===== config.mk =====
export PLATFORM = sky130hd
export DESIGN_NAME = pciConfigSpace
export DESIGN_NICKNAME = d
export VERILOG_FILES = /design/src/pciBusPkg.sv /design/src/pciDevicePkg.sv /design/src/pciConfigSpace.sv
export SDC_FILE = /design/constraint.sdc
export NUM_CORES = 1
export LEC_CHECK = 0
export BUFFER_PORTS_ARGS = -buffer_cell sky130_fd_sc_hd__buf_2
export CAP_MARGIN = 5
export CORE_MARGIN = 5
export CORE_UTILIZATION = 40
export CTS_BUF_LIST = sky130_fd_sc_hd__clkbuf_16
export CTS_CLUSTER_DIAMETER = 80
export CTS_CLUSTER_SIZE = 30
export DETAILED_ROUTE_END_ITERATION = 8
export PLACE_DENSITY = 0.79
export RECOVER_POWER = 100
export SLEW_MARGIN = 20
export SYNTH_ARGS = -nofsm -noshare
export SYNTH_HDL_FRONTEND = slang
export SYNTH_SLANG_ARGS = --single-unit

===== constraint.sdc =====
create_clock -name PCI_CLK -period 1.1 [get_ports PCI_CLK]
set_input_delay 0.165 -clock PCI_CLK [delete_from_list [all_inputs] [get_ports PCI_CLK]]
set_output_delay 0.165 -clock PCI_CLK [all_outputs]
set_load 0.02 [all_outputs]

===== src/pciBusPkg.sv =====
`default_nettype none

package pciBusPkg;

  ////////////////////
  // bus widths
  ////////////////////
  localparam int adWidth        = 32;  // multiplexed address/data
  localparam int cbeWidth       = 4;   // command in address phase, byte enables after
  localparam int dwordAddrWidth = 4;   // 16 dwords per window

  ////////////////////
  // command codes
  ////////////////////
  localparam logic [cbeWidth-1:0] cmdIoRead             = 4'b0010;
  localparam logic [cbeWidth-1:0] cmdIoWrite            = 4'b0011;
  localparam logic [cbeWidth-1:0] cmdMemRead            = 4'b0110;
  localparam logic [cbeWidth-1:0] cmdMemWrite           = 4'b0111;
  localparam logic [cbeWidth-1:0] cmdCfgRead            = 4'b1010;
  localparam logic [cbeWidth-1:0] cmdCfgWrite           = 4'b1011;
  localparam logic [cbeWidth-1:0] cmdMemReadMultiple    = 4'b1100;
  localparam logic [cbeWidth-1:0] cmdMemReadLine        = 4'b1110;
  localparam logic [cbeWidth-1:0] cmdMemWriteInvalidate = 4'b1111;
  // bit 0 of every code above is the write flag

  ////////////////////
  // BAR base fields
  ////////////////////
  localparam int bar0Width = 10;  // AD[15:6], 64 byte I/O window
  localparam int bar1Width = 16;  // AD[31:16], 64 KB memory window

  // address phase word
  // same 32 bits, seen through BAR0 or BAR1
  typedef union packed {
    struct packed {
      logic [15:0]               upper;    // ignored by the I/O decode
      logic [bar0Width-1:0]      ioBase;   // compared with BAR0
      logic [dwordAddrWidth-1:0] dword;    // register index
      logic [1:0]                byteSel;  // must be zero for I/O
    } ioView;
    struct packed {
      logic [bar1Width-1:0]      memBase;    // compared with BAR1
      logic [9:0]                lowOffset;  // rest of the 64 KB, not decoded
      logic [dwordAddrWidth-1:0] dword;
      logic [1:0]                byteSel;    // burst order bits for memory
    } memView;
  } pciAddrWord;

endpackage

`default_nettype wire


===== src/pciDevicePkg.sv =====
`default_nettype none

package pciDevicePkg;

  ////////////////////
  // device identity
  ////////////////////
  localparam logic [15:0] vendorId  = 16'h0100;  // must match the driver INF
  localparam logic [15:0] deviceId  = 16'h0001;
  localparam logic [31:0] classCode = 32'h0880_0000;  // other system peripheral, rev 0

  ////////////////////
  // configuration dword offsets
  ////////////////////
  localparam logic [pciBusPkg::dwordAddrWidth-1:0] cfgIdOffset      = 4'h0;
  localparam logic [pciBusPkg::dwordAddrWidth-1:0] cfgCommandOffset = 4'h1;  // status above
  localparam logic [pciBusPkg::dwordAddrWidth-1:0] cfgClassOffset   = 4'h2;
  localparam logic [pciBusPkg::dwordAddrWidth-1:0] cfgBar0Offset    = 4'h4;  // 10h
  localparam logic [pciBusPkg::dwordAddrWidth-1:0] cfgBar1Offset    = 4'h5;  // 14h

  // BAR0 low bits, I/O space indicator
  localparam logic [5:0] bar0TypeBits = 6'b000001;

  ////////////////////
  // user register window
  ////////////////////
  localparam logic [pciBusPkg::dwordAddrWidth-1:0] regSignatureOffset = 4'h0;
  localparam logic [pciBusPkg::dwordAddrWidth-1:0] regLedOffset       = 4'h1;
  localparam logic [pciBusPkg::dwordAddrWidth-1:0] regStatusOffset    = 4'h2;

  // signature words, one per BAR
  // lets the driver tell which window it is reading
  localparam logic [pciBusPkg::adWidth-1:0] ioSignature  = 32'h0000_4F49;  // "OI"
  localparam logic [pciBusPkg::adWidth-1:0] memSignature = 32'h004D_454D;  // "MEM"

  localparam int ledWidth = 3;  // LED register bits

endpackage

`default_nettype wire


===== src/pciConfigSpace.sv =====
`timescale 1ns/1ps
`default_nettype none

module pciConfigSpace (
  input  wire                                  PCI_CLK,
  input  wire                                  PCI_RSTn,
  input  wire [pciBusPkg::dwordAddrWidth-1:0]  transAddr,
  input  wire                                  cfgWrite,
  input  wire [pciBusPkg::adWidth-1:0]         adIn,
  output logic                                 ioEnabled,
  output logic                                 memEnabled,
  output logic [pciBusPkg::bar0Width-1:0]      bar0,
  output logic [pciBusPkg::bar1Width-1:0]      bar1,
  output logic [pciBusPkg::adWidth-1:0]        cfgReadData
);
  import pciBusPkg::*;
  import pciDevicePkg::*;

  ////////////////////
  // command register
  ////////////////////
  always_ff @(posedge PCI_CLK or negedge PCI_RSTn) begin
    if (!PCI_RSTn) begin
      ioEnabled  <= 1'b0;
      memEnabled <= 1'b0;
    end else if (cfgWrite && (transAddr == cfgCommandOffset)) begin
      ioEnabled  <= adIn[0];  // I/O space enable
      memEnabled <= adIn[1];  // memory space enable
    end
  end

  ////////////////////
  // base address registers
  ////////////////////
  always_ff @(posedge PCI_CLK or negedge PCI_RSTn) begin
    if (!PCI_RSTn)
      bar0 <= '0;
    else if (cfgWrite && (transAddr == cfgBar0Offset))
      bar0 <= adIn[6 +: bar0Width];  // AD[15:6]
  end

  always_ff @(posedge PCI_CLK or negedge PCI_RSTn) begin
    if (!PCI_RSTn)
      bar1 <= '0;
    else if (cfgWrite && (transAddr == cfgBar1Offset))
      bar1 <= adIn[adWidth-1 -: bar1Width];  // AD[31:16]
  end

  // read decode
  // follows transAddr, no register stage
  always_comb begin
    case (transAddr)
      cfgIdOffset:
        cfgReadData = {deviceId, vendorId};
      cfgCommandOffset:
        // status all zero, DEVSEL timing reads fast
        cfgReadData = {16'h0000, 14'h0000, memEnabled, ioEnabled};
      cfgClassOffset:
        cfgReadData = classCode;
      cfgBar0Offset:
        cfgReadData = {16'h0000, bar0, bar0TypeBits};  // 64 byte I/O
      cfgBar1Offset:
        cfgReadData = {bar1, 16'h0000};  // 64 KB memory, 32 bit, not prefetchable
      default:
        cfgReadData = '0;  // header type, subsystem, interrupt all zero
    endcase
  end

endmodule

`default_nettype wire


==> results.cfg, run 1 <==
[sta]
fin_crit_sh = 1.21
rsz0062_at_grt = yes
drv_slew = 0
layout_min_cycle_time_ns = 1.33
setup_ws_ns = -0.235
fin_skew_ns = 0
hold_ws_ns = 0.132
fmax_mhz = 749
hold_violations = 0
finalSetupViolCount = 28

[clocking]
clock_path_buffers = 2
insertion_delay_ns = 0.25
cts_buffers = 3
cts_sinks = 28
htree_levels = 1
cts-root-buf = clkbuf_16
clk_pin_slew_ns = 0.07
cts_tree = built

[critical_path]
cp-start-kind = flop
path_class = reg2out
required_ns = 0.94
crit_path_max_fanout = 3
cp.arrival_ns = 1.17
cp-end-kind = output pin

[floorplanning]
core_area_sq_um = 3340
io-pin-count = 99
die_h_um = 68.7
row_count = 21
chipWidth_um = 68.7
start_util = 0.412
die_area_sq_um = 4710

[placed_design]
portBuffers = 90
dp_hpwl_um = 2820
dp.cells = 249
gp_congestion = 0.737

[cells_and_area]
num_antenna_cells = 0
area_growth_pct = 78.7
most-common-layout-cells = 33 x buf_6, 31 x buf_2, 28 x dfrtp_1, 24 x clkbuf_2, 23 x and2_4
nets = 256
final_common_cell = buf_6
final_cells = 262
drive_above_1_share = 0.819

[global_route]
grt_start_max_net_pins = 29
grt_antenna_before_repair = 0
grt.overflow.total = 0
grt_pass1_vias = 1252
grt_pass1_wl_um = 5990
track_usage = 0.172

[logic_synthesis]
synth.distinct_cells = 23
synth_fa_ha_area_frac = 0
synth-xor-area-share = 0
ys_warn_count = 0
yosysSeqAreaShare = 0.509
synth_simple_gate_area_share = 0.175
netlist_area_sq_um = 1380
ys_ff_latch = 28
synth_cells = 106
synth_top_family_by_area = multiplexers
yosys-mux-area-fraction = 0.256
syn_area_per_cell_sq_um = 13.0
synth_compound_area_frac = 0.0191

[power]
power.switching_mw = 1.18
switching_share = 0.330
powerDensity_nw_per_um2 = 1450
intPower_mw = 2.39
irDropWorstVdd_mv = 1.44
p_leak_nw = 1.30
p_seq_frac = 0.411
pwr-share-comb = 0.363
clkPwrFrac = 0.226

[status]
outcome = finished, violations left
violations = negative setup slack

[detailed_routing]
ant_nets = 0
drc = 0
vias = 1222
routedWlPerCell_um = 15.8
drtIter0Drc = 31
drt-vias-per-instance = 4.66
drt_pass1_iterations = 2
drt-total-wl_um = 4150

[worst_hold_path]
hold_path_class = in2reg

[job]
drv_cap = 0
==> Yosys cell counts <==
master     number  area, sq um
nor4b_1         1         8.76
inv_1           1         3.75
dfrtp_1        28          701
buf_4           4         30.0
nand2_1         2         7.51
mux2_4         10          150
conb_1          1         3.75
and2_1         23          144
a2111oi_0       1         8.76
nand2_4         1         11.3
mux2_2         18          203
nor2b_1         1         6.26
buf_6           1         11.3
a21o_1          1         7.51
clkbuf_1        2         7.51
nor4b_2         1         15.0
and3_1          1         6.26
nor3_1          1         5.00
nand3_1         2         10.0
and4bb_2        1         12.5
nand2_2         1         6.26
nor2_1          2         7.51
a21oi_1         2         10.0
==> layout make-up <==
cell class	count	area (sq um)
clock buffer	3	75.1
tap	46	57.6
multi-input combinational	74	792
sequential	28	701
clock inverter	1	3.75
timing repair buffer	109	827
fill	233	877
inverter	1	3.75
==> metal layers <==
metal  GRT usage  part of all wire  vias up
met4      0.0298            0.0060        0
met5           0                 0        -
met3      0.0324             0.042        2
li1            -                 -      577
met1       0.190              0.35      609
met2       0.337              0.60       34
==> metrics by stage <==
stage               TNS, ns  setup WS [ns]  instance area (sq um)   util  total power, mW
floorplan            -0.587        -0.0548                   1440      -             2.12
CTS                   -3.15         -0.244                   2370  0.709             3.52
finish                -3.43         -0.235                   2460  0.737             3.56
global placement      -9.14         -0.195                   1970  0.591             2.56
global route          -4.96         -0.278                   2460  0.737             3.75
detailed placement   -10.77         -0.265                   1970  0.591             2.59
==> path summary, 6_finish.rpt <==
check	start	endpoint	slack [ns]	cells past startpoint
max	bar0[2]	cfgReadData[8]	-0.23	3
min	adIn[10]	bar0[4]	0.13	2
max reg2reg	bar1[11]	bar1[11]	0.21	2
min reg2reg	bar1[4]	bar1[4]	0.54	1
max in group asynchronous	PCI_RSTn	bar0[0]	0.33	3
min in group asynchronous	PCI_RSTn	bar1[5]	0.50	3
==> cells by family after synthesis <==
group	count (synthesis)
AND/OR/NAND/NOR	37
multiplexers	28
flip-flops	28
buffers and inverters	8
AO/OA/AOI/OAI	4
other	1
==> repair_timing <==
item	CTS	global route
cloned	2	1
hold endpoints to repair	28	0
pin swaps	22	8
resized for setup	91	23
hold buffers	1	0
setup endpoints to repair	28	41
setup buffers	3	2
==> worst max-delay path, cell delays in order, from the launching register on <==
cell and delay (ns):
dfrtp_1 0.37, inv_2 0.05, a2111oi_4 0.29, buf_4 0.20
==> flip-flops by register name (all words and copies together), names as in the netlist <==
signal and count:
bar0 10, bar1 16, ioEnabled 1, memEnabled 1
==> power groups by stage <==
stage,Clock [mW],Sequential [mW],Combinational (mW)
final,0.806,1.46,1.29
after global routing,0.874,1.50,1.38
after CTS,0.827,1.45,1.24
after detailed placement,0,1.46,1.13
after global placement,0,1.44,1.11
after floorplan,0,1.73,0.383
No activity file was read; power rests on OpenSTA's default activity.
==> run 2, diff against run 1 <==
--- a/config.mk
+++ b/config.mk
@@ -13,7 +13,7 @@
 export CTS_CLUSTER_DIAMETER = 80
 export CTS_CLUSTER_SIZE = 30
 export DETAILED_ROUTE_END_ITERATION = 8
-export PLACE_DENSITY = 0.79
+export PLACE_DENSITY = 0.78
 export RECOVER_POWER = 100
 export SLEW_MARGIN = 20
 export SYNTH_ARGS = -nofsm -noshare
==> run 2 against run 1 <==
- the run still ends with negative setup slack left
- highest routed layer unchanged
- worst hold slack improved by 0.0035 ns
- die area did not move
- fmax rose by 1.8%
- wire length down 4.3%
- critical path depth did not move
- power shrank 1.1%
- setup slack better by 0.024 ns
- sequential power is essentially flat
==> results.cfg, run 2 (same netlist as run 1, synthesis figures left out) <==
[sta]
fin_tns_setup_ns = -3.47
finalSetupViolCount = 38
hold_ws_ns = 0.136
fmax_mhz = 763
fin_skew_ns = 0
fin_crit_sh = 1.19
hold_violations = 0
drv_slew = 0
rsz0062_at_grt = yes
layout_min_cycle_time_ns = 1.31
setup_ws_ns = -0.211

[placed_design]
placed_cell_area_sq_um = 1980
dp_hpwl_um = 2760
portBuffers = 90
dp.cells = 248
gp_congestion = 0.750
dp_slack_ns = -0.212

[detailed_routing]
drtIter0Drc = 28
routedWlPerCell_um = 15.4
drc = 0
drt-total-wl_um = 3970
drt_pass1_iterations = 2
vias = 1178
drt-vias-per-instance = 4.57
ant_nets = 0

[global_route]
grt_pass1_wl_um = 5720
track_usage = 0.162
grt_start_max_net_pins = 17
grt.overflow.total = 0
grt_pass1_vias = 1250
grt_antenna_before_repair = 0

[power]
clkPwrFrac = 0.226
p_total_mw = 3.53
power.switching_mw = 1.16
switching_share = 0.328
powerDensity_nw_per_um2 = 1480
pwr-share-comb = 0.362
p_leak_nw = 1.24
irDropWorstVdd_mv = 0.944
intPower_mw = 2.37
p_seq_frac = 0.412

[clocking]
clk_pin_slew_ns = 0.06
insertion_delay_ns = 0.25
cts_buffers = 3
cts-root-buf = clkbuf_16
cts_sinks = 28
clock_path_buffers = 2
cts_tree = built
htree_levels = 1

[critical_path]
cp_slowest_cell = dfrtp_1
cp-start-kind = flop
cp_cell_sequence = inv_2 -> a2111oi_4 -> buf_4
cp-end-kind = output pin
slowest_delay_ns = 0.36
crit_path_max_fanout = 2
cp.arrival_ns = 1.15
path_class = reg2out
required_ns = 0.94

[cells_and_area]
final_common_cell = buf_6
num_antenna_cells = 0
most-common-layout-cells = 34 x buf_6, 30 x buf_2, 28 x dfrtp_1, 25 x clkbuf_2
top_register = bar1
nets = 253
largest_register_ffs = 16
area_growth_pct = 73.3
largest_registers = bar1 (16), bar0 (10)
drive_above_1_share = 0.774
final_util = 0.715
nFillCells = 253
final_cells = 258
final_cell_area_sq_um = 2380
multi_input_area_sq_um = 756
seqCellArea_sq_um = 701

[status]
violations = negative setup slack
outcome = finished, violations left

[floorplanning]
core_area_sq_um = 3340
die_area_sq_um = 4710
start_util = 0.412
io-pin-count = 99
die_h_um = 68.7
chipWidth_um = 68.7
row_count = 21

[job]
drv_cap = 0

[worst_hold_path]
hold_path_class = in2reg
[run 2: final timing paths]
kind	from	to	slack (ns)	depth (start not counted)
setup reg to reg	bar0[2]	bar0[2]	0.20	2
setup / recovery	bar0[2]	cfgReadData[8]	-0.21	3
hold reg to reg	bar0[6]	bar0[6]	0.53	1
max in group asynchronous	PCI_RSTn	bar1[7]	0.17	3
hold / removal	adIn[15]	bar0[9]	0.14	2
min in group asynchronous	PCI_RSTn	bar1[9]	0.35	2
[run 2: repair_timing]
action                                  in CTS  in global routing
resized for setup                           77                 26
hold buffers                                 1                  0
gates cloned                                 1                  0
hold endpoints to repair                    12                  0
endpoints found under the setup margin      28                 32
buffers inserted                             4                  2
pin swaps                                   13                  4
[run 2: routing by layer]
layer | wire (um) | vias to the layer above | global-route usage
li1 | - | 566 | -
met1 | 1360 | 569 | 0.181
met2 | 2370 | 35 | 0.305
met3 | 152 | 8 | 0.0259
met4 | 85 | 0 | 0.0596
met5 | 0 | - | 0
[run 2: area by class of cell]
cell class | instances | area share
repair buffers | 107 | 0.332
multi-input cells | 73 | 0.317
flip-flops and latches | 28 | 0.294
clock buffers | 3 | 0.0315
well taps | 46 | 0.0241
inverters | 1 | 0.00157
[run 2: power by group through the flow]
stage / sequential (mW) / combinational (mW) / clock (mW)
floorplan: 1.73 / 0.383 / 0
global placement: 1.45 / 1.11 / 0
detailed placement: 1.45 / 1.13 / 0
CTS: 1.44 / 1.24 / 0.807
global route: 1.48 / 1.36 / 0.859
finish: 1.45 / 1.28 / 0.796
[run 2: critical path: cells and delay by family (launching register included)]
kind	cells	cell delay (ns)
AOI/OAI and AO/OA	1	0.28
DFF	1	0.36
buffers and inverters	2	0.24
