## src/pciBusPkg.sv

```systemverilog
`default_nettype none

package pciBusPkg;

  ////////////////////
  // bus widths
  ////////////////////
  localparam int adWidth        = 32;  // multiplexed address/data
  localparam int cbeWidth       = 4;   // command in address phase, byte enables after
  localparam int dwordAddrWidth = 4;   // 16 dwords per window

  ////////////////////
  // command codes
  ////////////////////
  localparam logic [cbeWidth-1:0] cmdIoRead             = 4'b0010;
  localparam logic [cbeWidth-1:0] cmdIoWrite            = 4'b0011;
  localparam logic [cbeWidth-1:0] cmdMemRead            = 4'b0110;
  localparam logic [cbeWidth-1:0] cmdMemWrite           = 4'b0111;
  localparam logic [cbeWidth-1:0] cmdCfgRead            = 4'b1010;
  localparam logic [cbeWidth-1:0] cmdCfgWrite           = 4'b1011;
  localparam logic [cbeWidth-1:0] cmdMemReadMultiple    = 4'b1100;
  localparam logic [cbeWidth-1:0] cmdMemReadLine        = 4'b1110;
  localparam logic [cbeWidth-1:0] cmdMemWriteInvalidate = 4'b1111;
  // bit 0 of every code above is the write flag

  ////////////////////
  // BAR base fields
  ////////////////////
  localparam int bar0Width = 10;  // AD[15:6], 64 byte I/O window
  localparam int bar1Width = 16;  // AD[31:16], 64 KB memory window

  // address phase word
  // same 32 bits, seen through BAR0 or BAR1
  typedef union packed {
    struct packed {
      logic [15:0]               upper;    // ignored by the I/O decode
      logic [bar0Width-1:0]      ioBase;   // compared with BAR0
      logic [dwordAddrWidth-1:0] dword;    // register index
      logic [1:0]                byteSel;  // must be zero for I/O
    } ioView;
    struct packed {
      logic [bar1Width-1:0]      memBase;    // compared with BAR1
      logic [9:0]                lowOffset;  // rest of the 64 KB, not decoded
      logic [dwordAddrWidth-1:0] dword;
      logic [1:0]                byteSel;    // burst order bits for memory
    } memView;
  } pciAddrWord;

endpackage

`default_nettype wire

```

## src/pciDevicePkg.sv

```systemverilog
`default_nettype none

package pciDevicePkg;

  ////////////////////
  // device identity
  ////////////////////
  localparam logic [15:0] vendorId  = 16'h0100;  // must match the driver INF
  localparam logic [15:0] deviceId  = 16'h0001;
  localparam logic [31:0] classCode = 32'h0880_0000;  // other system peripheral, rev 0

  ////////////////////
  // configuration dword offsets
  ////////////////////
  localparam logic [pciBusPkg::dwordAddrWidth-1:0] cfgIdOffset      = 4'h0;
  localparam logic [pciBusPkg::dwordAddrWidth-1:0] cfgCommandOffset = 4'h1;  // status above
  localparam logic [pciBusPkg::dwordAddrWidth-1:0] cfgClassOffset   = 4'h2;
  localparam logic [pciBusPkg::dwordAddrWidth-1:0] cfgBar0Offset    = 4'h4;  // 10h
  localparam logic [pciBusPkg::dwordAddrWidth-1:0] cfgBar1Offset    = 4'h5;  // 14h

  // BAR0 low bits, I/O space indicator
  localparam logic [5:0] bar0TypeBits = 6'b000001;

  ////////////////////
  // user register window
  ////////////////////
  localparam logic [pciBusPkg::dwordAddrWidth-1:0] regSignatureOffset = 4'h0;
  localparam logic [pciBusPkg::dwordAddrWidth-1:0] regLedOffset       = 4'h1;
  localparam logic [pciBusPkg::dwordAddrWidth-1:0] regStatusOffset    = 4'h2;

  // signature words, one per BAR
  // lets the driver tell which window it is reading
  localparam logic [pciBusPkg::adWidth-1:0] ioSignature  = 32'h0000_4F49;  // "OI"
  localparam logic [pciBusPkg::adWidth-1:0] memSignature = 32'h004D_454D;  // "MEM"

  localparam int ledWidth = 3;  // LED register bits

endpackage

`default_nettype wire

```

## src/pciUserRegs.sv

```systemverilog
`timescale 1ns/1ps
`default_nettype none

module pciUserRegs (
  input  wire                                  PCI_CLK,
  input  wire                                  PCI_RSTn,
  input  wire [pciBusPkg::dwordAddrWidth-1:0]  transAddr,
  input  wire                                  regWrite,
  input  wire                                  regIoSpace,
  input  wire                                  regReadIoSpace,
  input  wire [pciBusPkg::adWidth-1:0]         adIn,
  output logic [1:0]                           led,
  output logic [pciBusPkg::adWidth-1:0]        regReadData
);
  import pciBusPkg::*;
  import pciDevicePkg::*;

  logic [ledWidth-1:0] ledReg;
  logic [adWidth-1:0]  statusReg;  // free scratch word for the driver

  ////////////////////
  // register writes
  ////////////////////
  always_ff @(posedge PCI_CLK or negedge PCI_RSTn) begin
    if (!PCI_RSTn) begin
      ledReg    <= '0;
      statusReg <= '0;
    end else if (regWrite) begin
      case (transAddr)
        regLedOffset:
          if (regIoSpace)
            ledReg <= adIn[ledWidth +: ledWidth];  // AD[5:3]
          else
            ledReg <= adIn[ledWidth-1:0];          // AD[2:0]
        regStatusOffset:
          statusReg <= adIn;
        default: ;  // signature is read only
      endcase
    end
  end

  ////////////////////
  // read decode
  ////////////////////
  always_comb begin
    case (transAddr)
      regSignatureOffset:
        regReadData = regReadIoSpace ? ioSignature : memSignature;
      regLedOffset:
        if (regReadIoSpace)
          regReadData = {{(adWidth-2*ledWidth){1'b0}}, ledReg, {ledWidth{1'b0}}};  // back at 5:3
        else
          regReadData = {{(adWidth-ledWidth){1'b0}}, ledReg};
      regStatusOffset:
        regReadData = statusReg;
      default:
        regReadData = '0;
    endcase
  end

  assign led = ledReg[1:0];  // only two LEDs on the board

endmodule

`default_nettype wire

```

## config.mk

```make
export PLATFORM = sky130hd
export DESIGN_NAME = pciUserRegs
export DESIGN_NICKNAME = d
export VERILOG_FILES = /design/src/pciBusPkg.sv /design/src/pciDevicePkg.sv /design/src/pciUserRegs.sv
export SDC_FILE = /design/constraint.sdc
export NUM_CORES = 1
export LEC_CHECK = 0
export BUFFER_PORTS_ARGS = -buffer_cell sky130_fd_sc_hd__buf_4
export CORE_UTILIZATION = 43
export DETAILED_ROUTE_END_ITERATION = 16
export GPL_ROUTABILITY_DRIVEN = 0
export PLACE_DENSITY = 0.71
export REMOVE_ABC_BUFFERS = 1
export SYNTH_ARGS = -nofsm -noshare
export SYNTH_HDL_FRONTEND = slang
export SYNTH_SLANG_ARGS = --single-unit
```

## constraint.sdc

```tcl
create_clock -name PCI_CLK -period 0.9 [get_ports PCI_CLK]
set_input_delay 0.09 -clock PCI_CLK [delete_from_list [all_inputs] [get_ports PCI_CLK]]
set_output_delay 0.09 -clock PCI_CLK [all_outputs]
set_load 0.05 [all_outputs]
```

==> results.md, run 1 <==
* Combinational share of power at 35.2%
* Post-DR wirelength/cell at 16.94 um
* Num CTS Buffers at 5
* Die Span Y at 67.56 um
* Slowest CP cell: dfrtp_1
* First-pass GRT wire length at 7500 um
* RSZ-0062 raised after global routing: true
* H-tree level count at 2
* Crit path DAT at 1.19 ns
* Max_slew headroom at 70.25%
* Crit. End Element: output pin
* Cell area after synthesis at 1848 um^2
* Pre-antenna DRT Iters at 4
* Leakage power at 1.559 nW
* CP Class: reg2out
* Initial antenna violation count at 0
* Most frequent cells in the layout: 61 x buf_4, 35 x dfrtp_1, 31 x mux2_4, 28 x buf_6
* Crit-path cells: and2_1, o21bai_1, a21oi_1, buf_4
* CTS tree: yes
* Drc violations at 0
* Layout Utilization at 75.73%
* Worst reg2reg path depth at 3
* P_sw at 1.519 mW
* Status: complete, but fails checks
* Critical R2R Launch: statusReg[30]$_DFFE_PN0P_
* GRT Util Overall at 22.74%
* Core Box Area at 4058 um^2
* Largest net degree at the start of global routing at 36
* Most common cell after layout, fill and taps aside: buf_4
* Worst vdd ir at 1.002 mV
* Worst slew pin tran at 0.4463 ns
* Placed inst area at 2509 um^2
* Setup Total Neg Slack at -7.106 ns
* DR vias/cell at 5.140
* Slew Limit Fails at 0
* # rows at 23
* Drt total wl at 5066 um
* CTS root buffer: clkbuf_8
* Die X at 67.56 um
* Final setup fails at 38
* CP Launch Point: statusReg[2]$_DFFE_PN0P_
* Register bit count reported by yosys at 35
* Synth area leaders: dfrtp_1 47%, mux2_4 24%, and3_1 5.4%
* Port Buffers at 74
* Final setup margin at -0.3781 ns
* 1st-iter DRT viols at 58
* CP required at 0.81 ns
* Switching power share of the total at 29.68%
* Gr ovfl total at 0
* PwrDens at 1665 nW/um^2
* Die Area at 4564 um^2
* Hold Path Origin: adIn[12]
* Top Family by Delay on Critical Path: flip-flops
* CP bufs+invs at 1
* Setup Skew at 0 ns
* Register area share after synthesis at 47.39%
* Mean cell area of the mapped netlist at 12.57 um^2
* # diodes at 0
* Layout area overhead at 66.28%
* Clk pwr share at 21.8%
* Worst hold-check path type: in2reg
* Hold Vio Cnt, Final at 0
* Share of the synthesized area in the top cell type at 47.39%
* Overall power at 5.118 mW
* Synth area leader: dfrtp_1
* Initial Util at 45.54%
* Violated checks: setup timing
* F_max at 782.4 MHz
* YS warnings at 0
* Layout cells sized above 1 at 73.09%
* Max_cap viols at 0
* Ports at 75
* Clk pin slew, worst setup/hold paths at 0.07 ns
* Layout Nets at 289
* Via count at 1537
* Clock network latency to the later pin of the worst-skew pair at 0.28 ns
* Design area at 3073 um^2
* HPWL after DPL at 2971 um
* Antenna viol nets, final at 0
* Final cycle utilization of the critical path at 142.0%
* Internal power at 3.599 mW
* Cells after synthesis at 147
* Worst reg-to-reg setup slack at -0.10 ns
* Clock Sinks at 35
* Power share of the sequential group at 43.0%
* Worst hold stages at 2
* RR Endpoint: statusReg[30]$_DFFE_PN0P_
* Largest stage delay on the critical path at 0.38 ns
* Critical-path maximum fanout at 2
* Vias in the first global route at 1529
* Pre-CTS setup slack at -0.3235 ns
* End of the worst hold path: statusReg[12]$_DFFE_PN0P_
* Minimum clock period at 1.278 ns
* Distinct cells, synth at 23
* Clock Tree Buf Depth at 2
* Startpoint Class: flip-flop
-- sequential cells by signal, summed over array words and instances (netlist names) --
name       count
ledReg         3
statusReg     32
-- how the worst max path moves through the flow --
| stage | endpoint | slack, ns | cells past startpoint |
|---|---|---|---|
| after floorplan | regReadData[0] | -0.70 | 2 |
| after global placement | regReadData[8] | -0.30 | 4 |
| after detailed placement | regReadData[10] | -0.32 | 4 |
| after CTS | regReadData[2] | -0.39 | 4 |
| after global routing | regReadData[2] | -0.44 | 4 |
| final | regReadData[2] | -0.38 | 4 |
-- what timing repair did --
action	in CTS	in global routing
hold endpoints to repair	35	0
hold buffers	1	0
resized for setup	53	34
pin swaps	20	3
setup endpoints to repair	34	39
gates cloned	2	0
setup buffers	9	11
-- worst reg2reg max path, stage by stage, from the launching register on --
cell and delay, ns:
dfrtp_1 0.39, buf_4 0.13, buf_4 0.12, mux2_4 0.24
-- routing by layer --
| layer | up-vias | GRT usage [%] | wire (um) | share of wire (%) |
|---|---|---|---|---|
| li1 | 715 | - | - | - |
| met3 | 4 | 5.912 | 286 | 5.6 |
| met1 | 759 | 27.56 | 2069 | 41 |
| met4 | 0 | 9.574 | 63 | 1.2 |
| met5 | - | 0 | 0 | 0 |
| met2 | 59 | 37.87 | 2647 | 52 |
-- power groups by stage --
stage / combinational [mW] / clock (mW) / sequential, mW
global placement: 1.31 / 0 / 2.16
finish: 1.80 / 1.12 / 2.20
CTS: 1.60 / 1.15 / 2.15
global route: 1.91 / 1.25 / 2.23
detailed placement: 1.33 / 0 / 2.17
floorplan: 0.827 / 0 / 2.19
-- cell usage after synthesis --
| library cell | n |
|---|---|
| buf_2 | 1 |
| and3_1 | 16 |
| a21o_1 | 2 |
| and2_1 | 1 |
| a21oi_1 | 13 |
| a32oi_1 | 3 |
| mux2_4 | 30 |
| nor2b_1 | 1 |
| mux2_2 | 8 |
| nor2_1 | 10 |
| clkbuf_1 | 5 |
| nand4b_1 | 1 |
| nand3_4 | 1 |
| or2_2 | 1 |
| o21bai_1 | 1 |
| buf_4 | 3 |
| nand2_1 | 3 |
| or3_1 | 1 |
| nor2b_2 | 1 |
| nor2_2 | 1 |
| inv_1 | 6 |
| buf_6 | 3 |
| dfrtp_1 | 35 |
-- metrics by stage --
stage / cells / hold WS [ns]
2_1_floorplan: 135 / -0.2056
3_3_place_gp: 272 / 0.06415
3_5_place_dp: 272 / 0.07237
4_1_cts: 292 / 0.02129
5_1_grt: 299 / 0.01415
6_report: 299 / 0.02970
-- layout make-up --
cell class	instances	area, um^2
clock inverters	2	12.51
multi-input cells	95	1008
flip-flops and latches	35	875.8
fillers	257	984.7
well taps	50	62.56
clock buffers	6	72.57
repair buffers	105	1018
inverters	6	22.52
-- cell families after synthesis --
| group | after synthesis | synth area share [%] |
|---|---|---|
| buf+inv | 18 | 5.551 |
| mux | 38 | 29.25 |
| compound gates | 19 | 6.161 |
| simple gates | 37 | 11.65 |
| flops | 35 | 47.39 |
No activity file was read; power rests on OpenSTA's default activity.
==> run 2: changes to the inputs <==
--- a/config.mk
+++ b/config.mk
@@ -6,10 +6,10 @@
 export NUM_CORES = 1
 export LEC_CHECK = 0
 export BUFFER_PORTS_ARGS = -buffer_cell sky130_fd_sc_hd__buf_4
-export CORE_UTILIZATION = 43
+export CORE_UTILIZATION = 48
 export DETAILED_ROUTE_END_ITERATION = 16
 export GPL_ROUTABILITY_DRIVEN = 0
-export PLACE_DENSITY = 0.71
+export PLACE_DENSITY = 0.76
 export REMOVE_ABC_BUFFERS = 1
 export SYNTH_ARGS = -nofsm -noshare
 export SYNTH_HDL_FRONTEND = slang
==> constraint.sdc (replaced) <==
create_clock -name PCI_CLK -period 1.4 [get_ports PCI_CLK]
set_input_delay 0.14 -clock PCI_CLK [delete_from_list [all_inputs] [get_ports PCI_CLK]]
set_output_delay 0.14 -clock PCI_CLK [all_outputs]
set_load 0.05 [all_outputs]
==> run 2 against run 1 <==
The flow now finishes without violations. First-iteration DRC count fell by 34%. Routed wire length down 19%. Worst setup slack improved by 0.43 ns. Sequential share of layout area grew 5.5 points. Cell count decreased by 8.7%. Flip-flop and latch count unchanged. Die area decreased by 10%. Critical endpoint is now regReadData[3]. Largest cell class is now multi-input combinational cells.
==> results.md, run 2 (synthesis results as in run 1) <==
* Status: finished, final reports clean
* Most common cell after layout, fill and taps aside: buf_4
* Most flops, register: statusReg
* Largest net degree at the start of global routing at 36
* First-pass GRT wire length at 6893 um
* Ports at 75
* H-tree level count at 2
* Crit path DAT at 1.21 ns
* RSZ-0062 raised after global routing: true
* CTS root buffer: clkbuf_8
* Core Box Area at 3689 um^2
* CP required at 1.26 ns
* Overall power at 2.894 mW
* Most frequent cells in the layout: 80 x buf_4, 35 x dfrtp_1, 30 x mux2_4, 16 x and3_1, 12 x a21oi_1
* Antenna viol nets, final at 0
* Layout area overhead at 39.27%
* Setup Skew at 0 ns
* Fillers at 284
* Die Span Y at 64.05 um
* Vias in the first global route at 1438
* Layout cells sized above 1 at 59.11%
* Initial Util at 50.10%
* CTS tree: yes
* Die Area at 4102 um^2
* # diodes at 0
* Drc violations at 0
* CP Class: reg2out
* Layout Nets at 267
* Worst slew pin tran at 0.4449 ns
* Via count at 1395
* Worst vdd ir at 0.7994 mV
* # rows at 22
* Clock Tree Buf Depth at 2
* Leakage power at 1.416 nW
* Post-DR wirelength/cell at 15.02 um
* Minimum clock period at 1.350 ns
* Layout Utilization at 69.78%
* Die X at 64.05 um
* 1st-iter DRT viols at 38
* Initial antenna violation count at 0
* F_max at 741.0 MHz
* GRT Util Overall at 22.40%
* Num CTS Buffers at 5
* Gr ovfl total at 0
* Crit. End Element: output pin
* Hold Vio Cnt, Final at 0
* Number of flip-flops in the largest register at 32
* Max_slew headroom at 70.34%
* Worst hold-check path type: in2reg
* Clock network latency to the later pin of the worst-skew pair at 0.28 ns
* Final cycle utilization of the critical path at 96.40%
* DR vias/cell at 5.110
* HPWL after DPL at 3015 um
* Slew Limit Fails at 0
* Clk pin slew, worst setup/hold paths at 0.06 ns
* Setup Fix Bufs, Post-CTS at 0
* Startpoint Class: flip-flop
* Clock Sinks at 35
* Largest regs: statusReg (32), ledReg (3)
* Port Buffers at 74
* Pre-antenna DRT Iters at 4
* Final setup fails at 0
* Max_cap viols at 0
* Drt total wl at 4100 um
* Critical-path maximum fanout at 2
* PwrDens at 1124 nW/um^2
run 2: changes by cell type in the layout (fill, tap and decap cells not counted), sizes merged:
cell      before  now
clkinvlp       1    0
or3            2    1
buf          104   83
clkinv         1    0
run 2: timing repair:
item                                   CTS  global route
gates resized for setup                  0             4
hold buffers                             1             0
setup endpoints to repair                0             7
endpoints found under the hold margin   35             0
run 2: final cells by class:
class,instances,area [um^2],area share [%]
Clock buffer,6,72.57,2.820
Sequential cell,35,875.8,34.03
Inverter,6,22.52,0.8751
Timing Repair Buffer,84,661.9,25.72
Multi-Input combinational cell,94,880.8,34.22
Tap cell,48,60.06,2.333
run 2: stage by stage:
step	setup WS [ns]	TNS [ns]	cells	instance area [um^2]	hold slack (ns)
after CTS	0.01548	0	273	2559	0.06952
final	0.05043	0	273	2574	0.08396
after global routing	-0.01399	-0.01399	273	2574	0.07294
after detailed placement	0.01862	0	266	2476	0.1206
after global placement	0.03857	0	266	2476	0.1066
after floorplan	-0.2458	-7.996	135	1768	-0.1556
run 2: worst paths after layout:
check,cells after the start,from,slack [ns],endpoint
setup / recovery,4,statusReg[3]$_DFFE_PN0P_,0.05,regReadData[3]
hold / removal,2,adIn[24],0.08,statusReg[24]$_DFFE_PN0P_
setup reg to reg,1,ledReg[1]$_DFFE_PN0P_,0.61,ledReg[1]$_DFFE_PN0P_
hold reg to reg,1,statusReg[15]$_DFFE_PN0P_,0.51,statusReg[15]$_DFFE_PN0P_
max in group asynchronous,2,PCI_RSTn,0.74,statusReg[12]$_DFFE_PN0P_
min in group asynchronous,2,PCI_RSTn,0.34,statusReg[16]$_DFFE_PN0P_
run 2: worst max-delay path, stage by stage, from the launching register on:
cell     delay, ns
dfrtp_1       0.35
inv_1         0.05
a21o_1        0.16
a21oi_1       0.15
buf_4         0.22
run 2: layer usage:
metal	global-route usage, %	part of all wire (%)
met1	29.00	47
met2	35.64	45
met3	6.071	6.6
met4	8.523	1.7
met5	0	0
run 2: report_power, final:
group / switching (mW) / leakage [nW] / internal [mW]
logic: 0.361 / 0.950 / 0.479
registers: 0.144 / 0.429 / 1.25
clock network: 0.330 / 0.0371 / 0.331
