## src/pciBusPkg.sv

```systemverilog
`default_nettype none

package pciBusPkg;

  ////////////////////
  // bus widths
  ////////////////////
  localparam int adWidth        = 32;  // multiplexed address/data
  localparam int cbeWidth       = 4;   // command in address phase, byte enables after
  localparam int dwordAddrWidth = 4;   // 16 dwords per window

  ////////////////////
  // command codes
  ////////////////////
  localparam logic [cbeWidth-1:0] cmdIoRead             = 4'b0010;
  localparam logic [cbeWidth-1:0] cmdIoWrite            = 4'b0011;
  localparam logic [cbeWidth-1:0] cmdMemRead            = 4'b0110;
  localparam logic [cbeWidth-1:0] cmdMemWrite           = 4'b0111;
  localparam logic [cbeWidth-1:0] cmdCfgRead            = 4'b1010;
  localparam logic [cbeWidth-1:0] cmdCfgWrite           = 4'b1011;
  localparam logic [cbeWidth-1:0] cmdMemReadMultiple    = 4'b1100;
  localparam logic [cbeWidth-1:0] cmdMemReadLine        = 4'b1110;
  localparam logic [cbeWidth-1:0] cmdMemWriteInvalidate = 4'b1111;
  // bit 0 of every code above is the write flag

  ////////////////////
  // BAR base fields
  ////////////////////
  localparam int bar0Width = 10;  // AD[15:6], 64 byte I/O window
  localparam int bar1Width = 16;  // AD[31:16], 64 KB memory window

  // address phase word
  // same 32 bits, seen through BAR0 or BAR1
  typedef union packed {
    struct packed {
      logic [15:0]               upper;    // ignored by the I/O decode
      logic [bar0Width-1:0]      ioBase;   // compared with BAR0
      logic [dwordAddrWidth-1:0] dword;    // register index
      logic [1:0]                byteSel;  // must be zero for I/O
    } ioView;
    struct packed {
      logic [bar1Width-1:0]      memBase;    // compared with BAR1
      logic [9:0]                lowOffset;  // rest of the 64 KB, not decoded
      logic [dwordAddrWidth-1:0] dword;
      logic [1:0]                byteSel;    // burst order bits for memory
    } memView;
  } pciAddrWord;

endpackage

`default_nettype wire

```

## src/pciTargetCtrl.sv

```systemverilog
`timescale 1ns/1ps
`default_nettype none

module pciTargetCtrl (
  input  wire                                  PCI_CLK,
  input  wire                                  PCI_RSTn,
  input  wire                                  frameN,
  input  wire                                  irdyN,
  input  wire                                  idsel,
  input  wire [pciBusPkg::cbeWidth-1:0]        cbe,
  input  wire pciBusPkg::pciAddrWord           adIn,
  input  wire                                  ioEnabled,
  input  wire                                  memEnabled,
  input  wire [pciBusPkg::bar0Width-1:0]       bar0,
  input  wire [pciBusPkg::bar1Width-1:0]       bar1,
  input  wire [pciBusPkg::adWidth-1:0]         cfgReadData,
  input  wire [pciBusPkg::adWidth-1:0]         regReadData,
  output logic                                 devselN,
  output logic                                 trdyN,
  output logic                                 stopN,
  output logic                                 claimOe,
  output logic [pciBusPkg::adWidth-1:0]        adOut,
  output logic                                 adOe,
  output logic [pciBusPkg::dwordAddrWidth-1:0] transAddr,
  output logic                                 cfgWrite,
  output logic                                 regWrite,
  output logic                                 regIoSpace,
  output logic                                 regReadIoSpace
);
  import pciBusPkg::*;

  logic transaction;      // bus busy
  logic wasLastTransfer;  // last data phase on previous edge
  logic dataTransfer;
  logic lastTransfer;
  logic transStart;
  logic transEnd;
  logic cmdIsIo;
  logic cmdIsMem;
  logic cmdIsCfg;
  logic targeted;
  logic devSel;
  logic targetReady;
  logic readNotWrite;
  logic ioSpace;
  logic memSpace;
  logic cfgSpace;

  ////////////////////
  // transaction tracking
  ////////////////////
  assign dataTransfer = !irdyN && targetReady;  // our TRDYn is low
  assign lastTransfer = dataTransfer && frameN;

  // initial start from idle, or fast back-to-back right after our last phase
  assign transStart = (!transaction || wasLastTransfer) && !frameN;
  assign transEnd   = transaction && frameN && irdyN;  // bus idle

  always_ff @(posedge PCI_CLK or negedge PCI_RSTn) begin
    if (!PCI_RSTn) begin
      transaction     <= 1'b0;
      wasLastTransfer <= 1'b0;
    end else begin
      wasLastTransfer <= lastTransfer;
      if (!transaction)
        transaction <= transStart;
      else
        transaction <= !transEnd;  // back-to-back keeps it set
    end
  end

  ////////////////////
  // address phase decode
  ////////////////////
  assign cmdIsIo  = (cbe == cmdIoRead) || (cbe == cmdIoWrite);
  assign cmdIsMem = (cbe == cmdMemRead) || (cbe == cmdMemReadMultiple) ||
                    (cbe == cmdMemReadLine) || (cbe == cmdMemWrite) ||
                    (cbe == cmdMemWriteInvalidate);
  assign cmdIsCfg = (cbe == cmdCfgRead) || (cbe == cmdCfgWrite);

  assign targeted = transStart && (
    (cmdIsIo && ioEnabled && (adIn.ioView.ioBase == bar0) && (adIn.ioView.byteSel == 2'b00)) ||
    (cmdIsMem && memEnabled && (adIn.memView.memBase == bar1)) ||
    (cmdIsCfg && idsel && (adIn.ioView.byteSel == 2'b00))   // type 0 only
  );

  // space and direction held for the whole transaction
  always_ff @(posedge PCI_CLK or negedge PCI_RSTn) begin
    if (!PCI_RSTn) begin
      readNotWrite <= 1'b0;
      ioSpace      <= 1'b0;
      memSpace     <= 1'b0;
      cfgSpace     <= 1'b0;
    end else if (transStart) begin
      readNotWrite <= !cbe[0];
      ioSpace      <= cmdIsIo;
      memSpace     <= cmdIsMem;
      cfgSpace     <= cmdIsCfg;
    end
  end

  // dword address, loaded at the address phase, bumped per data phase
  always_ff @(posedge PCI_CLK or negedge PCI_RSTn) begin
    if (!PCI_RSTn)
      transAddr <= '0;
    else if (transStart)
      transAddr <= adIn.ioView.dword;  // same bits in both views
    else if (dataTransfer)
      transAddr <= transAddr + 1'b1;   // wraps within the window
  end

  ////////////////////
  // target handshake
  ////////////////////
  always_ff @(posedge PCI_CLK or negedge PCI_RSTn) begin
    if (!PCI_RSTn) begin
      claimOe     <= 1'b0;
      devSel      <= 1'b0;
      targetReady <= 1'b0;
      adOe        <= 1'b0;
    end else begin
      if (transStart)
        claimOe <= targeted;
      else if (transEnd)
        claimOe <= 1'b0;  // release on idle
      if (transStart)
        devSel <= targeted;  // fast decode
      else
        devSel <= devSel && !lastTransfer;
      if (transStart)
        targetReady <= targeted && cbe[0];  // writes ready at once
      else
        targetReady <= devSel && !lastTransfer;  // reads one edge later
      // turnaround cycle before driving AD
      adOe <= devSel && readNotWrite && !lastTransfer;
    end
  end

  assign devselN = !devSel;
  assign trdyN   = !targetReady;
  assign stopN   = 1'b1;  // no disconnect, bursts run freely

  ////////////////////
  // write strobes and read data
  ////////////////////
  assign cfgWrite = devSel && cfgSpace && !readNotWrite && dataTransfer;
  assign regWrite = devSel && (ioSpace || memSpace) && !readNotWrite && dataTransfer;

  assign regIoSpace     = ioSpace;  // which BAR took the write
  assign regReadIoSpace = ioSpace;  // picks the I/O read view

  assign adOut = (ioSpace || memSpace) ? regReadData : cfgReadData;

endmodule

`default_nettype wire

```

## config.mk

```make
export PLATFORM = sky130hd
export DESIGN_NAME = pciTargetCtrl
export DESIGN_NICKNAME = d
export VERILOG_FILES = /design/src/pciBusPkg.sv /design/src/pciTargetCtrl.sv
export SDC_FILE = /design/constraint.sdc
export NUM_CORES = 1
export LEC_CHECK = 0
export BUFFER_PORTS_ARGS = -buffer_cell sky130_fd_sc_hd__buf_4
export CORE_AREA = 2 2 69 71
export DETAILED_ROUTE_END_ITERATION = 10
export DIE_AREA = 0 0 71 73
export HOLD_SLACK_MARGIN = 0.06
export MAX_ROUTING_LAYER = met4
export PLACE_DENSITY_LB_ADDON = 0.25
export SLEW_MARGIN = 30
export SYNTH_ARGS = -nofsm -noshare
export SYNTH_HDL_FRONTEND = slang
export SYNTH_SLANG_ARGS = --single-unit
```

## constraint.sdc

```tcl
create_clock -name PCI_CLK -period 2.7 [get_ports PCI_CLK]
set_input_delay 0.27 -clock PCI_CLK [delete_from_list [all_inputs] [get_ports PCI_CLK]]
set_output_delay 0.27 -clock PCI_CLK [all_outputs]
set_load 0.05 [all_outputs]
```

==> flow_metrics.py, run 1 <==
metrics = {
    "run_status": {
        "status": "completed",
    },
    "cells_and_area": {
        "insertedDiodeCount": 0,
        "multi_input_area_um2": 962,
        "final_common_cell": "buf_4",
        "layout-drive-gt1-share": 0.682,
        "fin_area_um2": 2780,
        "num-fill-cells": 399,
        "most-common-layout-cells": "buf_4 (177), mux2_2 (32), xnor2_1 (25), dfrtp_1 (14)",
        "seqCellArea_um2": 350,
        "area_delta_synth_final_pct": 104,
        "fin_nets": 454,
    },
    "synth": {
        "syn_area_um2": 1370,
        "syn_area_per_cell_um2": 9.48,
        "yosysWarnings": 0,
        "syn-instance-count": 144,
        "yosysSeqAreaShare": 0.257,
        "synth_top_area_frac": 0.264,
        "synth_compound_area_frac": 0.0660,
        "synth_top_family_by_area": "multiplexers",
        "syn_nets": 278,
        "synthXorXnorAreaFrac": 0.186,
        "synth-seq-cells": 14,
        "synth_area_leaders": "mux2_2 (26%), dfrtp_1 (26%), xnor2_1 (16%)",
        "synth_cell_type_count": 30,
        "yosysTopAreaCell": "mux2_2",
        "synth_simple_gate_area_frac": 0.156,
        "synth_fa_ha_area_frac": 0.00917,
        "synth_mux_area_frac": 0.279,
    },
    "timing": {
        "grt_setup_unrepaired": "no",
        "final_hold_viol_count": 0,
        "fmax_mhz": 502,
        "clock_skew_ps": 3.91,
        "setup_viol_count_final": 0,
        "fin_ws_ps": 708,
        "worst_hold_slack_ps": 236,
        "fin_tns_setup_ps": 0,
        "period_needed_ps": 1990,
        "finalCritPeriodShare": 0.738,
        "slew_violations": 0,
    },
    "clock_tree": {
        "clk_path_buf_depth": 2,
        "cts_made_buffers": 3,
        "cts_tree": "done",
        "h-tree-depth": 1,
        "worstSkewPairLatency_ps": 240,
        "cts.sinks": 14,
        "ctsResizeCount": 0,
        "clk_pin_slew_worst_paths_ps": 60,
        "root_buffer": "clkbuf_8",
    },
    "critical_path": {
        "critPathSlowestCell": "dfrtp_1",
        "crit_type": "reg -> out",
        "cp_data_arrival_time_ps": 1720,
        "crit_top_cell": "buf_4",
        "startpoint": "regIoSpace",
        "crit_chain": "nor2_2 -> buf_4 -> mux2_2 -> buf_4",
        "path_buf_inv": 2,
        "crit_path_max_fanout": 33,
        "end_kind": "primary output",
        "crit_path_max_incr_delay_ps": 410,
        "critical_path_required_ps": 2430,
        "startpoint_type": "register",
        "cp_top_family": "buffers and inverters",
        "r2r_start": "transaction",
    },
    "routing": {
        "viasPerCell": 4.74,
        "wl_per_cell_um": 13.8,
        "wl_met3_um": 483,
        "drc_errors": 0,
        "dr.pass1.iters": 4,
        "first_iter_violations": 18,
        "routed.top_layer": "met4",
        "wl_met2_um": 2850,
        "via_count": 1764,
        "ant_nets": 0,
        "wl_um": 5120,
        "m1WireLength_um": 1770,
    },
    "worst_hold_path": {
        "min_path_type": "in -> reg",
        "min-delay-start": "cbe[0]",
    },
    "global_route": {
        "track_usage": 0.191,
        "grt_pass1_vias": 1699,
        "grt_pass1_wl_um": 7680,
        "grt_antenna_before_repair": 0,
        "grt_max_degree": 34,
        "overflow": 0,
    },
    "flow_run": {
        "cap_violations": 0,
    },
    "place": {
        "place_area_um2": 2730,
        "place_ws_ps": 959,
        "post-dp-hpwl_um": 4540,
        "io_buffers": 176,
        "gp_congestion": 0.856,
    },
    "die": {
        "io_pins": 178,
        "die_height_um": 73,
        "rows": 25,
        "die_w_um": 71,
        "core-area_um2": 4540,
        "initial_core_util": 0.301,
        "dieArea_um2": 5180,
    },
    "power_and_ir_drop": {
        "p_leak_nw": 1.39,
        "total_power_mw": 1.60,
        "p_per_area_nw_per_um2": 577,
        "peakVddDrop_mv": 0.288,
    },
}
-- flip-flops by register name, indices dropped and copies added (netlist names) --
name and count:
transAddr 4, adOe 1, cfgSpace 1, claimOe 1
devSel 1, memSpace 1, readNotWrite 1, regIoSpace 1
targetReady 1, transaction 1, wasLastTransfer 1
-- what timing repair did --
action	4_1_cts	5_1_grt
endpoints found under the hold margin	14	0
buffers inserted	0	0
endpoints found under the setup margin	0	0
hold buffers	1	0
-- Yosys cell counts --
master / n
o31ai_1: 1
conb_1: 1
a21oi_1: 8
nor4_1: 1
and3_1: 1
nor4b_4: 1
mux2_2: 32
ha_1: 1
a311oi_1: 1
and4b_1: 1
o41ai_1: 1
buf_2: 4
nor2_1: 8
nand2_1: 8
buf_4: 3
nor2_2: 1
nand3b_1: 1
nand4_1: 7
nor2b_1: 3
o21ai_0: 4
dfrtp_1: 14
nand3_1: 2
xnor2_1: 25
o21ai_1: 1
nor3_1: 1
or2_2: 1
xor2_1: 4
mux2i_1: 2
inv_1: 5
nor4b_1: 1
-- worst paths after layout --
check	end	slack (ps)	cells past startpoint
worst max-delay path	adOut[17]	710	4
worst min-delay path	readNotWrite	240	2
worst max register to register	claimOe	1340	5
worst min register to register	cfgSpace	480	2
max in group asynchronous	adOe	2100	2
min in group asynchronous	readNotWrite	430	2
-- metal layers --
layer,vias to the layer above,track usage
met3,2,0.0235
met1,801,0.207
met5,-,-
met2,106,0.369
li1,855,-
met4,0,0.0440
-- final cells by class --
type / count / share of cell area
inverters: 5 / 0.00675
multi-input cells: 118 / 0.346
flip-flops and latches: 14 / 0.126
well taps: 54 / 0.0243
clock buffers: 3 / 0.0149
repair buffers: 178 / 0.482
-- kinds of logic after synthesis --
kind of cell,count (synthesis)
xor gates and xnor gates,29
AOI/OAI and AO/OA,16
other,1
adders and majority gates,1
and+or+nand+nor,37
muxes,34
DFF,14
buffers and inverters,12
-- where the power goes --
part	switching (mW)	total, mW	internal [mW]	leakage, nW
combinational	0.674	1.13	0.456	1.19
clock	0.0655	0.164	0.0983	0.0216
sequential	0.0460	0.308	0.262	0.172
-- stage by stage --
stage                     cells   util
after floorplan             144      -
after global placement      368  0.601
after detailed placement    368  0.601
after CTS                   372  0.613
after global routing        372  0.613
final                       372  0.613
(Power assumes the default switching activity.)
==> run 2, diff against run 1 <==
Clock period 2.7 ns to 1.9 ns, I/O delays scaled along.
==> run 2 against run 1 <==
Clock power increased by 79%. Cell count increased by 0.27%. Total power increased by 47%. Highest routed layer unchanged.
==> flow_metrics.py, run 2 (synthesis gave the netlist of run 1 again) <==
metrics = {
    "timing": {
        "worst_hold_slack_ps": 138,
        "fin_ws_ps": 98.8,
        "finalCritPeriodShare": 0.948,
        "clock_skew_ps": 3.46,
        "fmax_mhz": 555,
        "fin_tns_setup_ps": 0,
        "period_needed_ps": 1800,
        "final_hold_viol_count": 0,
        "slew_violations": 0,
        "setup_viol_count_final": 0,
        "grt_setup_unrepaired": "no",
    },
    "clock_tree": {
        "clk_path_buf_depth": 2,
        "cts_made_buffers": 3,
        "h-tree-depth": 1,
        "cts.sinks": 14,
        "root_buffer": "clkbuf_8",
        "clk_pin_slew_worst_paths_ps": 60,
        "cts_tree": "done",
        "worstSkewPairLatency_ps": 240,
        "post-cts-setup-buffer-count": 0,
    },
    "power_and_ir_drop": {
        "pwr-share-clk": 0.124,
        "p_sw_mw": 1.14,
        "p_leak_nw": 1.40,
        "total_power_mw": 2.36,
        "p_comb_frac": 0.692,
        "p_int_mw": 1.22,
        "netSwitchingFraction": 0.483,
        "p_per_area_nw_per_um2": 838,
        "pwr-share-seq": 0.184,
        "peakVddDrop_mv": 0.340,
    },
    "die": {
        "io_pins": 178,
        "dieArea_um2": 5180,
        "die_height_um": 73,
        "core-area_um2": 4540,
        "rows": 25,
        "die_w_um": 71,
        "initial_core_util": 0.301,
    },
    "critical_path": {
        "crit_chain": "nor2_2 -> buf_12 -> mux2_2 -> buf_4",
        "crit_type": "reg -> out",
        "crit_path_max_fanout": 33,
        "crit_path_max_incr_delay_ps": 420,
        "critical_path_required_ps": 1710,
        "cp_top_family": "buffers and inverters",
        "startpoint_type": "register",
        "path_buf_inv": 2,
        "critPathSlowestCell": "dfrtp_1",
        "cp_data_arrival_time_ps": 1610,
        "end_kind": "primary output",
    },
    "place": {
        "dp.cells": 368,
        "post-dp-hpwl_um": 4570,
        "io_buffers": 176,
        "place_ws_ps": 368,
        "gp_congestion": 0.820,
    },
    "global_route": {
        "grt_pass1_wl_um": 7440,
        "overflow": 0,
        "grt_pass1_vias": 1611,
        "grt_max_degree": 34,
        "grt_antenna_before_repair": 0,
        "track_usage": 0.186,
    },
    "cells_and_area": {
        "top_register": "transAddr",
        "largest_reg_flops": 4,
        "insertedDiodeCount": 0,
        "layout-drive-gt1-share": 0.683,
        "area_delta_synth_final_pct": 106,
        "most-common-layout-cells": "buf_4 (176), mux2_2 (32), xnor2_1 (25), dfrtp_1 (14)",
        "fin_nets": 454,
        "num-fill-cells": 424,
        "instances_no_fill": 373,
        "final_common_cell": "buf_4",
    },
    "routing": {
        "ant_nets": 0,
        "first_iter_violations": 34,
        "via_count": 1724,
        "wl_um": 5140,
        "viasPerCell": 4.62,
        "wl_per_cell_um": 13.8,
        "dr.pass1.iters": 4,
        "drc_errors": 0,
    },
    "worst_hold_path": {
        "min_path_type": "in -> reg",
    },
    "flow_run": {
        "cap_violations": 0,
    },
    "run_status": {
        "status": "completed",
    },
}
-- run 2: changes by cell type in the layout (fill, tap and decap cells not counted) --
cell / change
buf_4: -1
nor4b_4: +1
clkbuf_8: +1
nor4b_2: -1
buf_12: +1
-- run 2: worst register-to-register path: cells and delay by family (launching register included) --
kind	cells	cell delay, ps
DFF	1	400
and+or+nand+nor	2	260
AOI/OAI and AO/OA	3	620
-- run 2: power groups by stage --
stage               Combinational, mW  Clock, mW  Sequential, mW
detailed placement               1.64          0           0.441
global route                     1.71      0.314           0.448
floorplan                       0.892          0           0.613
CTS                              1.64      0.299           0.436
finish                           1.63      0.293           0.434
global placement                 1.63          0           0.439
-- run 2: timing repair --
| item | 4_1_cts | 5_1_grt |
|---|---|---|
| hold buffers | 1 | 0 |
| gates resized for setup | 0 | 0 |
| endpoints found under the hold margin | 14 | 0 |
-- run 2: area by class of cell --
cell class | instances | area (um^2) | area share
inverter | 5 | 18.8 | 0.00667
sequential | 14 | 350 | 0.124
multi-input combinational | 118 | 971 | 0.345
timing repair buffer | 178 | 1350 | 0.480
clock buffer | 4 | 55.1 | 0.0196
tap | 54 | 67.6 | 0.0240
-- run 2: routing by layer --
metal | GRT usage | routed length (um) | vias up
li1 | - | - | 853
met1 | 0.205 | 1810 | 759
met2 | 0.356 | 2790 | 108
met3 | 0.0249 | 479 | 4
met4 | 0.0440 | 56 | 0
met5 | - | 0 | -
-- run 2: path summary, 6_finish.rpt --
check	to	startpoint	slack, ps	depth (start not counted)
setup / recovery	adOut[2]	regIoSpace	100	4
hold / removal	transaction	irdyN	140	2
setup reg to reg	targetReady	transaction	510	5
hold reg to reg	cfgSpace	cfgSpace	480	2
max in group asynchronous	transAddr[2]	PCI_RSTn	1390	2
min in group asynchronous	adOe	PCI_RSTn	330	2
-- run 2: per-stage QoR --
step | cell area, um^2 | utilization
floorplan | 1380 | -
global placement | 2750 | 0.606
detailed placement | 2750 | 0.606
CTS | 2810 | 0.620
global route | 2810 | 0.620
finish | 2810 | 0.620
==> run 3, diff against run 2 <==
Settings changed: ABC_AREA set to 1, CORE_AREA 2 2 69 71 to not set, CORE_ASPECT_RATIO set to 1.1, CORE_UTILIZATION set to 34, DIE_AREA 0 0 71 73 to not set.
==> run 3 against run 2 <==
Routed wire length increased by 2.1%. First-iteration DRC count increased by 85%. Non-clock buffer count increased by 1. Register-to-register slack improved by 120 ps. Flip-flop and latch count unchanged. Critical path type unchanged. Critical endpoint is now adOut[17].
==> flow_metrics.py, run 3 <==
metrics = {
    "critical_path": {
        "r2r_start": "transaction",
        "cp_top_family": "buffers and inverters",
        "startpoint_type": "register",
        "crit_chain": "nor2_2 -> buf_12 -> mux2_1 -> buf_4",
        "cp_data_arrival_time_ps": 1600,
        "critical_path_required_ps": 1710,
        "r2r_setup_slack_ps": 630,
        "reg2reg_to": "transAddr[3]",
        "path_buf_inv": 2,
        "crit_path_max_incr_delay_ps": 400,
        "crit_path_max_fanout": 33,
        "critPathSlowestCell": "dfrtp_1",
        "crit_type": "reg -> out",
        "reg2reg_depth": 6,
        "end_kind": "primary output",
    },
    "synth": {
        "synth_cell_type_count": 26,
        "synth_area_leaders": "mux2_1 (23%), dfrtp_1 (22%), nand2_1 (16%)",
        "syn_area_um2": 1560,
        "synth-seq-cells": 14,
        "yosysSeqAreaShare": 0.225,
        "yosysTopAreaCell": "mux2_1",
        "synth_top_area_frac": 0.231,
        "async_flop_share": 1.00,
        "synth_edf_count": 0,
        "ys.flop_type": "dfrtp_1",
        "yosysWarnings": 0,
        "syn_nets": 368,
        "synth.top_cells.by_count": "nand2_1 (67), inv_1 (40), mux2_1 (32), nor2_1 (18), nand3_1 (16)",
        "synth_most_common_cell": "nand2_1",
        "syn_area_per_cell_um2": 6.67,
        "syn-instance-count": 234,
    },
    "worst_hold_path": {
        "min-delay-start": "cbe[0]",
        "worstHoldPathCells": 2,
        "holdPathEnd": "readNotWrite",
        "min_path_type": "in -> reg",
    },
    "power_and_ir_drop": {
        "netSwitchingFraction": 0.473,
        "p_comb_frac": 0.667,
        "pwr-share-seq": 0.198,
        "p_sw_mw": 0.864,
        "peakVddDrop_mv": 0.240,
        "pwr-share-clk": 0.134,
        "p_int_mw": 0.964,
        "p_leak_nw": 1.74,
        "p_per_area_nw_per_um2": 610,
    },
    "cells_and_area": {
        "num-fill-cells": 385,
        "layout-drive-gt1-share": 0.471,
        "final_core_util": 0.689,
        "final_common_cell": "buf_4",
        "seqCellArea_um2": 350,
        "multi_input_area_um2": 1000,
        "fin_nets": 546,
        "instances_no_fill": 464,
        "most-common-layout-cells": "buf_4 (177), nand2_1 (67), inv_1 (40), mux2_1 (32), nor2_1 (18)",
        "area_delta_synth_final_pct": 92.1,
        "largest_reg_flops": 4,
        "insertedDiodeCount": 0,
        "top_register": "transAddr",
    },
    "die": {
        "dieArea_um2": 4860,
        "rows": 25,
        "die_height_um": 73.1,
        "io_pins": 178,
        "die_w_um": 66.6,
        "core-area_um2": 4350,
        "initial_core_util": 0.359,
    },
    "timing": {
        "setup_viol_count_final": 0,
        "final_hold_viol_count": 0,
        "grt_setup_unrepaired": "no",
        "worst_hold_slack_ps": 140,
        "period_needed_ps": 1790,
        "fmax_mhz": 560,
        "clock_skew_ps": 0.589,
        "slew_violations": 0,
        "finalCritPeriodShare": 0.941,
        "fin_tns_setup_ps": 0,
    },
    "routing": {
        "first_iter_violations": 63,
        "wl_um": 5240,
        "wl_per_cell_um": 11.3,
        "ant_nets": 0,
        "via_count": 2133,
        "drc_errors": 0,
        "viasPerCell": 4.60,
        "dr.pass1.iters": 5,
    },
    "clock_tree": {
        "worstSkewPairLatency_ps": 250,
        "clk_path_buf_depth": 2,
        "cts.sinks": 14,
        "root_buffer": "clkbuf_8",
        "h-tree-depth": 1,
        "ctsResizeCount": 0,
        "cts_made_buffers": 3,
        "hold_buffers": 1,
        "post-cts-setup-buffer-count": 0,
        "clk_pin_slew_worst_paths_ps": 50,
        "cts_tree": "done",
    },
    "place": {
        "dp.cells": 460,
        "post-dp-hpwl_um": 4530,
        "gp_congestion": 0.771,
        "io_buffers": 176,
    },
    "global_route": {
        "grt_antenna_before_repair": 0,
        "grt_pass1_vias": 1997,
        "grt_max_degree": 34,
        "grt_pass1_wl_um": 8070,
        "track_usage": 0.218,
        "overflow": 0,
    },
    "run_status": {
        "status": "completed",
    },
    "flow_run": {
        "cap_violations": 0,
    },
}
[run 3: cell types whose count changed in the layout (fill, tap and decap cells not counted), moves of 14 or more]
cell	before	now
inv_1	5	40
mux2_1	0	32
mux2_2	32	0
nand2_1	8	67
nand3_1	2	16
xnor2_1	25	0
[run 3: worst max-delay path by stage]
stage	cells after the start	from	to
CTS	4	regIoSpace	adOut[17]
detailed placement	4	regIoSpace	adOut[17]
floorplan	3	regIoSpace	regWrite
global placement	4	regIoSpace	adOut[17]
finish	4	regIoSpace	adOut[17]
global route	4	regIoSpace	adOut[29]
[run 3: routing by layer]
layer  GRT usage  routed length (um)
met4      0.0827                 105
met3      0.0500                 632
met2       0.419                2840
met5           -                   0
met1       0.204                1670
[run 3: cell families after synthesis]
logic type / after synthesis / share of synthesized area
adder cells (fa/ha/maj): 1 / 0.00802
XOR/XNOR: 7 / 0.0393
buffers and inverters: 53 / 0.140
AND/OR/NAND/NOR: 108 / 0.289
AO/OA/AOI/OAI: 18 / 0.0650
other: 1 / 0.00240
multiplexers: 32 / 0.231
flip-flops: 14 / 0.225
[run 3: metrics by stage]
stage	power, mW	setup slack, ps	instance area (um^2)
finish	1.83	113	3000
global route	1.92	62.3	3000
CTS	1.84	108	3000
detailed placement	1.59	375	2950
global placement	1.57	386	2950
floorplan	1.13	-221	1570
[run 3: final cells by class]
class | count | share of cell area
Clock buffer | 3 | 0.0138
Inverter | 47 | 0.0588
Multi-Input combinational cell | 167 | 0.335
Sequential cell | 14 | 0.117
Tap cell | 54 | 0.0225
Timing Repair Buffer | 179 | 0.453
[run 3: power by group through the flow]
| stage | Clock [mW] | Sequential (mW) | Combinational, mW |
|---|---|---|---|
| after floorplan | 0 | 0.438 | 0.694 |
| after global placement | 0 | 0.366 | 1.21 |
| after detailed placement | 0 | 0.367 | 1.23 |
| after CTS | 0.246 | 0.362 | 1.23 |
| after global routing | 0.258 | 0.368 | 1.30 |
| final | 0.246 | 0.362 | 1.22 |
